`src/fpu_isa_pkg.sv`:
```
// Instruction-level FP32 encodings shared by the FPU design and its testbench
package fpu_isa_pkg;

    localparam int FLEN = 32;    // Operand width

    typedef logic [FLEN-1:0] fp_word_t;

    // Opcode group, as seen by the FPU issue port
    typedef enum logic [1:0] {
        FPU_CMP  = 2'b00,
        FPU_MISC = 2'b01
    } fpu_grp_e;

    typedef logic [2:0] fpu_sub_t;    // Sub-operation, carried in the frm field

    // Sub-operations under FPU_CMP
    localparam fpu_sub_t SUB_FLE     = 3'd0;
    localparam fpu_sub_t SUB_FLT     = 3'd1;
    localparam fpu_sub_t SUB_FEQ     = 3'd2;

    // Sub-operations under FPU_MISC
    localparam fpu_sub_t SUB_FSGNJ   = 3'd0;
    localparam fpu_sub_t SUB_FSGNJN  = 3'd1;
    localparam fpu_sub_t SUB_FSGNJX  = 3'd2;
    localparam fpu_sub_t SUB_FCLASS  = 3'd3;
    localparam fpu_sub_t SUB_FMV_X_W = 3'd4;
    localparam fpu_sub_t SUB_FMV_W_X = 3'd5;
    localparam fpu_sub_t SUB_FMIN    = 3'd6;
    localparam fpu_sub_t SUB_FMAX    = 3'd7;

    typedef struct packed {
        fpu_grp_e grp;
        fpu_sub_t sub;
    } fpu_req_t;

    // Same bit order as the RISC-V fflags CSR
    typedef struct packed {
        logic nv;    // Invalid operation
        logic dz;    // Divide by zero
        logic of;    // Overflow
        logic uf;    // Underflow
        logic nx;    // Inexact
    } fflags_t;

    // Bit positions of the FCLASS result
    localparam int CLASS_NEG_INF     = 0;
    localparam int CLASS_NEG_NORM    = 1;
    localparam int CLASS_NEG_SUBNORM = 2;
    localparam int CLASS_NEG_ZERO    = 3;
    localparam int CLASS_POS_ZERO    = 4;
    localparam int CLASS_POS_SUBNORM = 5;
    localparam int CLASS_POS_NORM    = 6;
    localparam int CLASS_POS_INF     = 7;
    localparam int CLASS_SNAN        = 8;
    localparam int CLASS_QNAN        = 9;

endpackage

```
`src/fpu_pipe_pkg.sv`:
```
// Internal datapath types for the decoded control that travels down the lane pipelines
package fpu_pipe_pkg;

    // Core operation after decode
    typedef enum logic [2:0] {
        SGNJ   = 3'd0,
        CLASS  = 3'd1,
        MOVE   = 3'd2,
        MINMAX = 3'd3,
        CMP    = 3'd4
    } core_op_e;

    // Variant values for SGNJ
    localparam logic [1:0] SGNJ_B  = 2'd0;    // Sign of b
    localparam logic [1:0] SGNJ_NB = 2'd1;    // Inverted sign of b
    localparam logic [1:0] SGNJ_X  = 2'd2;    // XOR of both signs

    // Variant values for MINMAX
    localparam logic [1:0] MM_MIN  = 2'd0;
    localparam logic [1:0] MM_MAX  = 2'd1;

    // Variant values for CMP
    localparam logic [1:0] CMP_LE  = 2'd0;
    localparam logic [1:0] CMP_LT  = 2'd1;
    localparam logic [1:0] CMP_EQ  = 2'd2;

    typedef struct packed {
        core_op_e   core_op;
        logic [1:0] variant;
        logic       has_fflags;    // Flags carry meaning for this op
    } lane_ctrl_t;

    localparam logic [31:0] CANON_NAN = 32'h7fc00000;

endpackage

```
`src/elastic_buffer.sv`:
```
// Valid/ready FIFO buffer with registered output, used on the request and response paths
`timescale 1ns/1ps

module elastic_buffer #(
    parameter int DATAW = 8,
    parameter int SIZE  = 2
) (
    input  logic             clk,
    input  logic             reset_i,

    input  logic             valid_i,
    output logic             ready_o,
    input  logic [DATAW-1:0] data_i,

    output logic             valid_o,
    input  logic             ready_i,
    output logic [DATAW-1:0] data_o
);
    localparam int ADDRW = (SIZE > 1) ? $clog2(SIZE) : 1;
    localparam int CNTW  = $clog2(SIZE + 1);

    logic [DATAW-1:0] mem [SIZE];
    logic [ADDRW-1:0] wr_ptr;
    logic [ADDRW-1:0] rd_ptr;
    logic [CNTW-1:0]  count;

    logic push;
    logic pop;

    assign ready_o = (count != CNTW'(SIZE));    // Low while full
    assign valid_o = (count != '0);
    assign data_o  = mem[rd_ptr];               // Head entry straight from storage

    assign push = valid_i & ready_o;
    assign pop  = valid_o & ready_i;

    function automatic logic [ADDRW-1:0] next_ptr(input logic [ADDRW-1:0] ptr);
        if (ptr == ADDRW'(SIZE - 1)) begin
            return '0;
        end
        return ptr + 1'b1;
    endfunction

    always_ff @(posedge clk) begin
        if (reset_i) begin
            wr_ptr <= '0;
            rd_ptr <= '0;
            count  <= '0;
        end else begin
            if (push) begin
                wr_ptr <= next_ptr(wr_ptr);
            end
            if (pop) begin
                rd_ptr <= next_ptr(rd_ptr);
            end
            if (push && !pop) begin
                count <= count + 1'b1;
            end else if (pop && !push) begin
                count <= count - 1'b1;
            end
        end
    end

    always_ff @(posedge clk) begin
        if (push) begin
            mem[wr_ptr] <= data_i;
        end
    end

endmodule

```
`src/fp_lane_core.sv`:
```
// One FP32 lane of the non-computational FPU: sign injection, classify, move, min/max, compare
`timescale 1ns/1ps

module fp_lane_core
    import fpu_isa_pkg::*;
    import fpu_pipe_pkg::*;
#(
    parameter int LATENCY = 2
) (
    input  logic       clk,
    input  logic       reset_i,
    input  logic       en_i,          // Pipeline advance

    input  logic       in_valid_i,
    input  lane_ctrl_t ctrl_i,
    input  logic       lane_en_i,
    input  fp_word_t   a_i,
    input  fp_word_t   b_i,

    output logic       out_valid_o,
    output fp_word_t   result_o,
    output fflags_t    fflags_o
);
    logic [9:0] cls_a;
    logic [9:0] cls_b;
    logic       a_nan;
    logic       b_nan;
    logic       any_nan;
    logic       any_snan;
    logic       both_zero;
    logic       a_eq_b;
    logic       a_lt_b;

    fp_word_t   res_d;
    fflags_t    flg_d;

    logic     [LATENCY-1:0] vld_q;
    fp_word_t [LATENCY-1:0] res_q;
    fflags_t  [LATENCY-1:0] flg_q;

    // One-hot class of an FP32 value
    function automatic logic [9:0] classify(input fp_word_t x);
        logic [9:0] cls;
        logic       exp_ones;
        logic       exp_zero;
        logic       man_zero;
        cls      = '0;
        exp_ones = &x[30:23];
        exp_zero = ~|x[30:23];
        man_zero = ~|x[22:0];
        if (exp_ones) begin
            if (man_zero) begin
                cls[x[31] ? CLASS_NEG_INF : CLASS_POS_INF] = 1'b1;
            end else if (x[22]) begin
                cls[CLASS_QNAN] = 1'b1;    // Quiet bit set
            end else begin
                cls[CLASS_SNAN] = 1'b1;
            end
        end else if (exp_zero) begin
            if (man_zero) begin
                cls[x[31] ? CLASS_NEG_ZERO : CLASS_POS_ZERO] = 1'b1;
            end else begin
                cls[x[31] ? CLASS_NEG_SUBNORM : CLASS_POS_SUBNORM] = 1'b1;
            end
        end else begin
            cls[x[31] ? CLASS_NEG_NORM : CLASS_POS_NORM] = 1'b1;
        end
        return cls;
    endfunction

    assign cls_a     = classify(a_i);
    assign cls_b     = classify(b_i);
    assign a_nan     = cls_a[CLASS_SNAN] | cls_a[CLASS_QNAN];
    assign b_nan     = cls_b[CLASS_SNAN] | cls_b[CLASS_QNAN];
    assign any_nan   = a_nan | b_nan;
    assign any_snan  = cls_a[CLASS_SNAN] | cls_b[CLASS_SNAN];
    assign both_zero = (a_i[30:0] == '0) && (b_i[30:0] == '0);
    assign a_eq_b    = (a_i == b_i) | both_zero;    // +0 equals -0

    // Total order on non-NaN values, -0 below +0
    always_comb begin
        if (a_i[31] != b_i[31]) begin
            a_lt_b = a_i[31];
        end else if (a_i[31]) begin
            a_lt_b = b_i[30:0] < a_i[30:0];    // Both negative
        end else begin
            a_lt_b = a_i[30:0] < b_i[30:0];
        end
    end

    always_comb begin
        res_d = '0;
        flg_d = '0;
        case (ctrl_i.core_op)
            SGNJ: begin
                case (ctrl_i.variant)
                    SGNJ_NB: res_d = {~b_i[31], a_i[30:0]};
                    SGNJ_X:  res_d = {a_i[31] ^ b_i[31], a_i[30:0]};
                    default: res_d = {b_i[31], a_i[30:0]};
                endcase
            end
            CLASS: res_d = {{(FLEN-10){1'b0}}, cls_a};
            MOVE:  res_d = a_i;                           // Raw bit copy
            MINMAX: begin
                if (a_nan && b_nan) begin
                    res_d = CANON_NAN;
                end else if (a_nan) begin
                    res_d = b_i;
                end else if (b_nan) begin
                    res_d = a_i;
                end else if (ctrl_i.variant == MM_MAX) begin
                    res_d = a_lt_b ? b_i : a_i;
                end else begin
                    res_d = a_lt_b ? a_i : b_i;
                end
                flg_d.nv = any_snan;
            end
            CMP: begin
                case (ctrl_i.variant)
                    CMP_LT: begin
                        res_d[0] = ~any_nan & a_lt_b & ~both_zero;
                        flg_d.nv = any_nan;              // Signaling compare
                    end
                    CMP_LE: begin
                        res_d[0] = ~any_nan & (a_lt_b | a_eq_b);
                        flg_d.nv = any_nan;
                    end
                    default: begin
                        res_d[0] = ~any_nan & a_eq_b;
                        flg_d.nv = any_snan;             // Quiet compare
                    end
                endcase
            end
            default: ;
        endcase
        if (!lane_en_i) begin
            res_d = '0;
            flg_d = '0;
        end
    end

    always_ff @(posedge clk) begin
        if (reset_i) begin
            vld_q <= '0;
        end else if (en_i) begin
            vld_q[0] <= in_valid_i;
            for (int s = 1; s < LATENCY; s++) begin
                vld_q[s] <= vld_q[s-1];
            end
        end
    end

    always_ff @(posedge clk) begin
        if (en_i) begin
            res_q[0] <= res_d;
            flg_q[0] <= flg_d;
            for (int s = 1; s < LATENCY; s++) begin
                res_q[s] <= res_q[s-1];
                flg_q[s] <= flg_q[s-1];
            end
        end
    end

    assign out_valid_o = vld_q[LATENCY-1];
    assign result_o    = res_q[LATENCY-1];
    assign fflags_o    = flg_q[LATENCY-1];

endmodule

```
`src/fpu_noncomp_unit.sv`:
```
// Non-computational FPU unit: decodes requests, runs one lane core per lane, buffers responses
`timescale 1ns/1ps

module fpu_noncomp_unit
    import fpu_isa_pkg::*;
    import fpu_pipe_pkg::*;
#(
    parameter int NUM_LANES    = 4,
    parameter int TAG_WIDTH    = 6,
    parameter int LATENCY      = 2,
    parameter int RSP_BUF_SIZE = 2
) (
    input  logic                           clk,
    input  logic                           reset_i,

    input  logic                           valid_i,
    output logic                           ready_o,
    input  fpu_req_t                       req_i,
    input  logic     [NUM_LANES-1:0]       mask_i,
    input  logic     [TAG_WIDTH-1:0]       tag_i,
    input  fp_word_t [NUM_LANES-1:0]       dataa_i,
    input  fp_word_t [NUM_LANES-1:0]       datab_i,

    output logic                           valid_o,
    input  logic                           ready_i,
    output fp_word_t [NUM_LANES-1:0]       result_o,
    output logic                           has_fflags_o,
    output fflags_t                        fflags_o,
    output logic     [TAG_WIDTH-1:0]       tag_o
);
    localparam int RSP_DATAW = NUM_LANES * (FLEN + $bits(fflags_t)) + 1 + TAG_WIDTH;

    lane_ctrl_t ctrl;
    logic       pipe_en;
    logic       rsp_ready;

    logic     [NUM_LANES-1:0] lane_valid;
    fp_word_t [NUM_LANES-1:0] lane_result;
    fflags_t  [NUM_LANES-1:0] lane_flags;
    fflags_t  [NUM_LANES-1:0] buf_flags;
    fflags_t                  merged_flags;

    logic [LATENCY-1:0][TAG_WIDTH-1:0] tag_q;
    logic [LATENCY-1:0]                hf_q;

    always_comb begin
        ctrl = '{core_op: MOVE, variant: 2'd0, has_fflags: 1'b0};
        case (req_i.grp)
            FPU_CMP: begin
                ctrl.core_op    = CMP;
                ctrl.has_fflags = 1'b1;
                case (req_i.sub)
                    SUB_FLT: ctrl.variant = CMP_LT;
                    SUB_FEQ: ctrl.variant = CMP_EQ;
                    default: ctrl.variant = CMP_LE;
                endcase
            end
            FPU_MISC: begin
                case (req_i.sub)
                    SUB_FSGNJ:  ctrl = '{core_op: SGNJ, variant: SGNJ_B, has_fflags: 1'b0};
                    SUB_FSGNJN: ctrl = '{core_op: SGNJ, variant: SGNJ_NB, has_fflags: 1'b0};
                    SUB_FSGNJX: ctrl = '{core_op: SGNJ, variant: SGNJ_X, has_fflags: 1'b0};
                    SUB_FCLASS: ctrl.core_op = CLASS;
                    SUB_FMIN:   ctrl = '{core_op: MINMAX, variant: MM_MIN, has_fflags: 1'b1};
                    SUB_FMAX:   ctrl = '{core_op: MINMAX, variant: MM_MAX, has_fflags: 1'b1};
                    default:    ctrl.core_op = MOVE;    // FMV.X.W and FMV.W.X
                endcase
            end
            default: ;
        endcase
    end

    // Shared stall: advance when the last stage drains or is empty
    assign pipe_en = ~lane_valid[0] | rsp_ready;
    assign ready_o = pipe_en;

    for (genvar i = 0; i < NUM_LANES; i++) begin : g_lanes
        fp_lane_core #(
            .LATENCY (LATENCY)
        ) lane (
            .clk         (clk),
            .reset_i     (reset_i),
            .en_i        (pipe_en),
            .in_valid_i  (valid_i),
            .ctrl_i      (ctrl),
            .lane_en_i   (mask_i[i]),
            .a_i         (dataa_i[i]),
            .b_i         (datab_i[i]),
            .out_valid_o (lane_valid[i]),
            .result_o    (lane_result[i]),
            .fflags_o    (lane_flags[i])
        );
    end

    // Tag and flag-valid ride alongside the lanes
    always_ff @(posedge clk) begin
        if (pipe_en) begin
            tag_q[0] <= tag_i;
            hf_q[0]  <= ctrl.has_fflags;
            for (int s = 1; s < LATENCY; s++) begin
                tag_q[s] <= tag_q[s-1];
                hf_q[s]  <= hf_q[s-1];
            end
        end
    end

    elastic_buffer #(
        .DATAW (RSP_DATAW),
        .SIZE  (RSP_BUF_SIZE)
    ) rsp_buf (
        .clk     (clk),
        .reset_i (reset_i),
        .valid_i (lane_valid[0]),    // All lanes move in step
        .ready_o (rsp_ready),
        .data_i  ({lane_result, lane_flags, hf_q[LATENCY-1], tag_q[LATENCY-1]}),
        .valid_o (valid_o),
        .ready_i (ready_i),
        .data_o  ({result_o, buf_flags, has_fflags_o, tag_o})
    );

    // Masked lanes already report zero flags
    always_comb begin
        merged_flags = '0;
        for (int i = 0; i < NUM_LANES; i++) begin
            merged_flags = merged_flags | buf_flags[i];
        end
    end

    assign fflags_o = merged_flags;

endmodule

```
`src/fpu_top.sv`:
```
// FPU non-computational top level, a request buffer in front of the lane unit
`timescale 1ns/1ps

module fpu_top
    import fpu_isa_pkg::*;
#(
    parameter int NUM_LANES    = 4,
    parameter int TAG_WIDTH    = 6,
    parameter int LATENCY      = 2,
    parameter int REQ_BUF_SIZE = 2,
    parameter int RSP_BUF_SIZE = 2
) (
    input  logic                     clk,
    input  logic                     reset_i,

    input  logic                     req_valid_i,
    output logic                     req_ready_o,
    input  fpu_req_t                 req_i,
    input  logic     [NUM_LANES-1:0] mask_i,
    input  logic     [TAG_WIDTH-1:0] tag_i,
    input  fp_word_t [NUM_LANES-1:0] dataa_i,
    input  fp_word_t [NUM_LANES-1:0] datab_i,

    output logic                     rsp_valid_o,
    input  logic                     rsp_ready_i,
    output fp_word_t [NUM_LANES-1:0] result_o,
    output logic                     has_fflags_o,
    output fflags_t                  fflags_o,
    output logic     [TAG_WIDTH-1:0] tag_o
);
    localparam int REQ_DATAW = $bits(fpu_req_t) + NUM_LANES + TAG_WIDTH + 2 * NUM_LANES * FLEN;

    logic                     unit_valid;
    logic                     unit_ready;
    fpu_req_t                 unit_req;
    logic     [NUM_LANES-1:0] unit_mask;
    logic     [TAG_WIDTH-1:0] unit_tag;
    fp_word_t [NUM_LANES-1:0] unit_dataa;
    fp_word_t [NUM_LANES-1:0] unit_datab;

    elastic_buffer #(
        .DATAW (REQ_DATAW),
        .SIZE  (REQ_BUF_SIZE)
    ) req_buf (
        .clk     (clk),
        .reset_i (reset_i),
        .valid_i (req_valid_i),
        .ready_o (req_ready_o),
        .data_i  ({req_i, mask_i, tag_i, dataa_i, datab_i}),
        .valid_o (unit_valid),
        .ready_i (unit_ready),
        .data_o  ({unit_req, unit_mask, unit_tag, unit_dataa, unit_datab})
    );

    fpu_noncomp_unit #(
        .NUM_LANES    (NUM_LANES),
        .TAG_WIDTH    (TAG_WIDTH),
        .LATENCY      (LATENCY),
        .RSP_BUF_SIZE (RSP_BUF_SIZE)
    ) noncomp (
        .clk          (clk),
        .reset_i      (reset_i),
        .valid_i      (unit_valid),
        .ready_o      (unit_ready),
        .req_i        (unit_req),
        .mask_i       (unit_mask),
        .tag_i        (unit_tag),
        .dataa_i      (unit_dataa),
        .datab_i      (unit_datab),
        .valid_o      (rsp_valid_o),
        .ready_i      (rsp_ready_i),
        .result_o     (result_o),
        .has_fflags_o (has_fflags_o),
        .fflags_o     (fflags_o),
        .tag_o        (tag_o)
    );

endmodule

```
`config.mk`:
```
export PLATFORM = sky130hd
export DESIGN_NAME = fpu_top
export DESIGN_NICKNAME = d
export VERILOG_FILES = /design/src/fpu_isa_pkg.sv /design/src/fpu_pipe_pkg.sv /design/src/elastic_buffer.sv /design/src/fp_lane_core.sv /design/src/fpu_noncomp_unit.sv /design/src/fpu_top.sv
export SDC_FILE = /design/constraint.sdc
export NUM_CORES = 2
export LEC_CHECK = 0
export ABC_AREA = 1
export BUFFER_PORTS_ARGS = -buffer_cell sky130_fd_sc_hd__buf_2
export CORE_MARGIN = 2
export CORE_UTILIZATION = 55
export CTS_CLUSTER_DIAMETER = 60
export DETAILED_ROUTE_END_ITERATION = 6
export PLACE_DENSITY = 0.74
export SLEW_MARGIN = 10
export SYNTH_ARGS = -nofsm -noshare
export SYNTH_HDL_FRONTEND = slang
export SYNTH_HIERARCHICAL = 1
export SYNTH_SLANG_ARGS = --single-unit
```
`constraint.sdc`:
```
create_clock -name clk -period 36.3 [get_ports clk]
set_input_delay 7.26 -clock clk [delete_from_list [all_inputs] [get_ports clk]]
set_output_delay 7.26 -clock clk [all_outputs]
set_load 0.02 [all_outputs]
```
# Yosys cells after proc, flatten, opt, wreduce, memory -nomap -nowiden
# Memory sizes are Yosys's and may differ from the RTL's. A register that Yosys moved wholly into a read port is not among the register bits.
# Index checks and enable logic that the tools add are counted.
[classes]
muxes = 244
bitwise_logic = 65
reduce_logical = 91
magnitude_cmp = 72
addsub = 8
n_eq_ne = 22
[op_table]
columns = ["op", "n"]
rows = [
  ["two-way mux 32 bit", 24],
  ["one-hot mux 31 bit (4 select lines)", 4],
  ["one-hot mux 32 bit (2 select lines)", 4],
  ["logical NOT 31 bit", 8],
  ["< comparator 31 bit", 8],
  ["two-way mux 10 bit", 24],
  ["OR reduction 23 bit", 8],
  ["< comparator 3 x 5 -> 1 bit (second input constant)", 32],
  ["demux 1 bit (select 4 bit)", 32],
  ["equality test 32 bit", 4],
  ["greater-or-equal comparator 3 x 1 -> 1 bit (second input constant)", 32],
  ["two-way mux 3 bit", 32],
  ["two-way mux 1 bit", 88],
  ["two-way mux 8 bit", 8],
  ["AND reduction 8 bit", 8],
  ["OR reduction 8 bit", 8],
  ["logical AND 1 bit", 44],
  ["bitwise OR 1 bit", 25],
  ["two-way mux 2 bit", 12],
  ["bitwise AND 1 bit", 20],
  ["one-hot mux 1 bit (5 select lines)", 4],
  ["one-hot mux 1 bit (2 select lines)", 8],
  ["bitwise OR 5 bit", 3],
  ["inverter 1 bit", 13],
  ["21 further kinds", 49],
]
[word_totals]
elab_cells = 562
register_bits = 320
out_inout_bits = 142
mem_count = 2
ramBits = 852
input_bits = 275
[mem_list]
columns = ["memory", "depth", "word_bits", "read_ports", "rd_ports_with_merged_regs", "wr", "line", "rtl"]
rows = [
  ["req_buf.mem", 2, 271, 1, 1, 1, "elastic_buffer.sv:22", "logic [DATAW-1:0] mem [SIZE];"],
  ["noncomp.rsp_buf.mem", 2, 155, 1, 1, 1, "elastic_buffer.sv:22", ""],
]

# Depth between registers and ports, before layout
[depth]
word_depth = 15
depth_mapped = 26
ltp_nobuf = 22

# Cells and area by module
# Netlist, hierarchy kept.
[modules_own_cells]
columns = ["mod", "instances", "seq_area_each_um2", "cells_per_inst", "area_per_inst_um2"]
rows = [
  ["elastic_buffer (req_buf)", 1, 16375.7, 880, 20567.2],
  ["elastic_buffer (noncomp.rsp_buf)", 1, 9409.0, 519, 11514.8],
  ["fp_lane_core (noncomp.g_lanes[1].lane ...)", 2, 2021.9, 577, 4728.3],
  ["fp_lane_core (noncomp.g_lanes[3].lane)", 1, 2021.9, 576, 4848.4],
  ["fp_lane_core (noncomp.g_lanes[0].lane)", 1, 2021.9, 574, 4689.5],
  ["fpu_noncomp_unit", 1, 420.4, 49, 565.5],
]

# Least setup slack after synthesis
# OpenSTA, ideal clock, no wires.
[synth_path]
kind = "input port to flip-flop"
from = "in req_valid_i"
to = "mem req_buf/mem[0][0] in the netlist's numbering (enable)"
arrival_time_ps = 18580
path_slack_ps = 16811
path_buffers = 0
setup_ps = 909
t_required_ps = 35391
path_stages = 2
cell_sequence = "nand2_1 -> nor2_1"
[synth_via]
elab_chain_cells = 3
[synth_lines]
columns = ["item", "line", "rtl"]
rows = [
  ["from (decl)", "fpu_top.sv:16", "input logic req_valid_i,"],
  ["bitwise AND 1 bit", "elastic_buffer.sv:34", "assign push = valid_i & ready_o;"],
  ["two-way mux 1 bit", "elastic_buffer.sv:65", "if (push) begin"],
  ["two-way mux 1 bit (not written as such)", "elastic_buffer.sv:66", "mem[wr_ptr] <= data_i;"],
  ["to (decl)", "elastic_buffer.sv:22", ""],
]
# No other way between the ends.

# Final worst setup path
[layout_path]
from = "in req_valid_i"
to = "mem req_buf/mem[1][214] in the netlist's numbering (enable)"
# Same word-level chain as after synthesis.

==> impl_metrics.ini <==
[cts]
root_buffer = clkbuf_16
cts_buffer_depth = 3
clkSlewWorstSetupHoldPaths_ns = 0.06
cts_hold_buf = 0
cts_tree = done
cts_resized = 0
clk_latency_ns = 0.69
post_cts_buffers = 0
htreeDepth = 3
clock_sinks = 1142
cts_buffers = 117

[worst_setup_path]
critPathRequiredTime_ns = 36.60
worstSetupEndpointType = flip-flop
r2r_cells = 21
crit_type = in -> reg
path_max_fanout = 75
r2r-end = noncomp/g_lanes[2].lane/res_q[26]
r2r_slack_ns = 29.50
critPathLaunchType = input port
worstPathArrival_ns = 10.65

[place]
gp_congestion = 0.912
io_buffers = 416
dp.cells = 5178
dp_hpwl_um = 73600

[layout]
final_layout_size_suffix_gt1_frac = 0.273
final_cells = 5398
nNetsFinal = 4464
syn_to_final_growth_pct = 11.4
fin_util = 0.616

[timing]
slew_viol_final = 0
clock_skew_ns = 0.0196
tns_ns = 0
hold_viol = 0
setup_violations = 0
min_period_ns = 10.34
finalCritPeriodShare = 0.285
rsz0062_at_grt = false
worst_pin_slew_ns = 1.20
worst_hold_slack_ns = 0.414
max_freq_mhz = 96.7
slew_headroom = 0.197

[synthesis]
postSynthCellCount = 3725
ys_warn_count = 6
synth_area_um2 = 51400
syn_area_per_cell_um2 = 13.8

[power]
p_switching_w = 0.00145
leakage_nw = 22.7
combPwrFrac = 0.308
pwr-share-seq = 0.425
swShare = 0.327
p_per_area_nw_per_um2 = 77.2
intPower_w = 0.00298
p_clk_frac = 0.267
vdd_drop_max_mv = 0.0543

[global_routing]
antenna_found_initial = 28
grt_start_max_net_pins = 156
grt_pass1_wl_um = 161000
grt_overflow = 0
grt_pass1_vias = 28300
grt_use_total = 0.220

[routing]
routed_wl_um = 107000
vias = 29100
met3_length_um = 7830
top_layer = met5
via_per_inst = 5.39
wl_per_cell_um = 19.8
wl_met2_um = 51200
drt_iter0_markers = 2506
drc_errors = 0
first_pass_iters = 6
drt-met1-wl_um = 44700
drtAntennaViolNets = 0

[floorplanning]
die_area_um2 = 96000
ioPinCount = 417
core_um2 = 93000
rows = 112
die_h_um = 310
start_util = 0.553
die_w_um = 310

[status]
status = completed

[worst_hold_path]
worstHoldStart = noncomp/g_lanes[3].lane/res_q[0]
hold_path_end = noncomp/g_lanes[3].lane/result_o[0]
hp-class = reg -> reg
min_path_cells = 0

[flow_run]
maxCapViolCount = 0
## state kept, by name (all words and copies together) (netlist names), named ones only
| signal | cells |
|---|---|
| req_buf/mem | 542 |
| noncomp/hf_q | 2 |
| noncomp/g_lanes.lane/result_o | 128 |
| noncomp/g_lanes.lane/res_q | 128 |
| noncomp/tag_q | 12 |
| req_buf/rd_ptr | 1 |
| noncomp/g_lanes.lane/fflags_o | 4 |
| noncomp/rsp_buf/mem | 310 |
| req_buf/count | 2 |
| req_buf/wr_ptr | 1 |
| noncomp/rsp_buf/count | 2 |
| noncomp/rsp_buf/wr_ptr | 1 |
| noncomp/g_lanes.lane/vld_q | 2 |
| noncomp/rsp_buf/rd_ptr | 1 |
| noncomp/g_lanes.lane/flg_q | 4 |
## layout by cell type (no fill, tap or decap), types with 17 or more instances in the layout
| cell | count |
|---|---|
| edfxtp_1 | 1130 |
| nand2_1 | 550 |
| buf_2 | 416 |
| inv_1 | 406 |
| mux2_2 | 236 |
| nand3_1 | 196 |
| mux2_4 | 190 |
| a21oi_1 | 181 |
| ha_1 | 146 |
| clkbuf_16 | 117 |
| nor2_1 | 100 |
| nand4_1 | 55 |
| nor4_1 | 42 |
| o21ai_0 | 33 |
| o21ai_1 | 24 |
| buf_4 | 24 |
| clkbuf_1 | 23 |
| nand2_2 | 20 |
| nor3_1 | 18 |
| clkinv_2 | 17 |
| a32oi_1 | 17 |
## cell type report
class | instances | area [um^2]
Antenna cell | 9 | 22.5
Clock buffer | 146 | 3100
Clock inverter | 65 | 724
Fill cell | 6950 | 35700
Inverter | 412 | 1550
Multi-Input combinational cell | 1927 | 13900
Sequential cell | 1142 | 34200
Tap cell | 1254 | 1570
Timing Repair Buffer | 443 | 2320
## worst max-delay path: stages
cell and delay, ns:
buf_2 0.09, nand2_1 0.17, nor2_4 0.48, buf_4 0.71, buf_4 0.82, buf_4 0.88
## layer usage
metal / GRT usage / vias to the layer above
met5: 0 / -
met2: 0.359 / 1040
met3: 0.0525 / 217
li1: - / 13900
met1: 0.293 / 14000
met4: 0.0713 / 34
## stage by stage
stage	power (W)	worst slack, ns	cell area, um^2
final	0.00442	25.96	57300
after detailed placement	0.00326	25.25	53500
after global placement	0.00322	25.31	53500
after global routing	0.00467	25.77	57300
after CTS	0.00445	25.91	57300
after floorplan	0.00303	16.81	51500
## power by group through the flow
stage	sequential (W)	clock (W)	combinational, W
finish	0.00188	0.00118	0.00136
global route	0.00190	0.00126	0.00151
CTS	0.00188	0.00121	0.00136
detailed placement	0.00191	0	0.00135
global placement	0.00189	0	0.00132
floorplan	0.00190	0	0.00113
## how the worst max path moves through the flow
stage	start	to	slack, ns	cells after the start
after CTS	flip-flop	fflags_o[3]	25.91	5
after detailed placement	req_valid_i	req_buf/mem[1][213]	25.25	6
after global placement	req_valid_i	req_buf/mem[1][213]	25.31	6
after global routing	req_valid_i	req_buf/mem[1][214]	25.77	6
after floorplan	req_valid_i	req_buf/mem[0][0]	16.81	2
final	req_valid_i	req_buf/mem[1][214]	25.96	6
No activity file was read; power rests on OpenSTA's default activity.
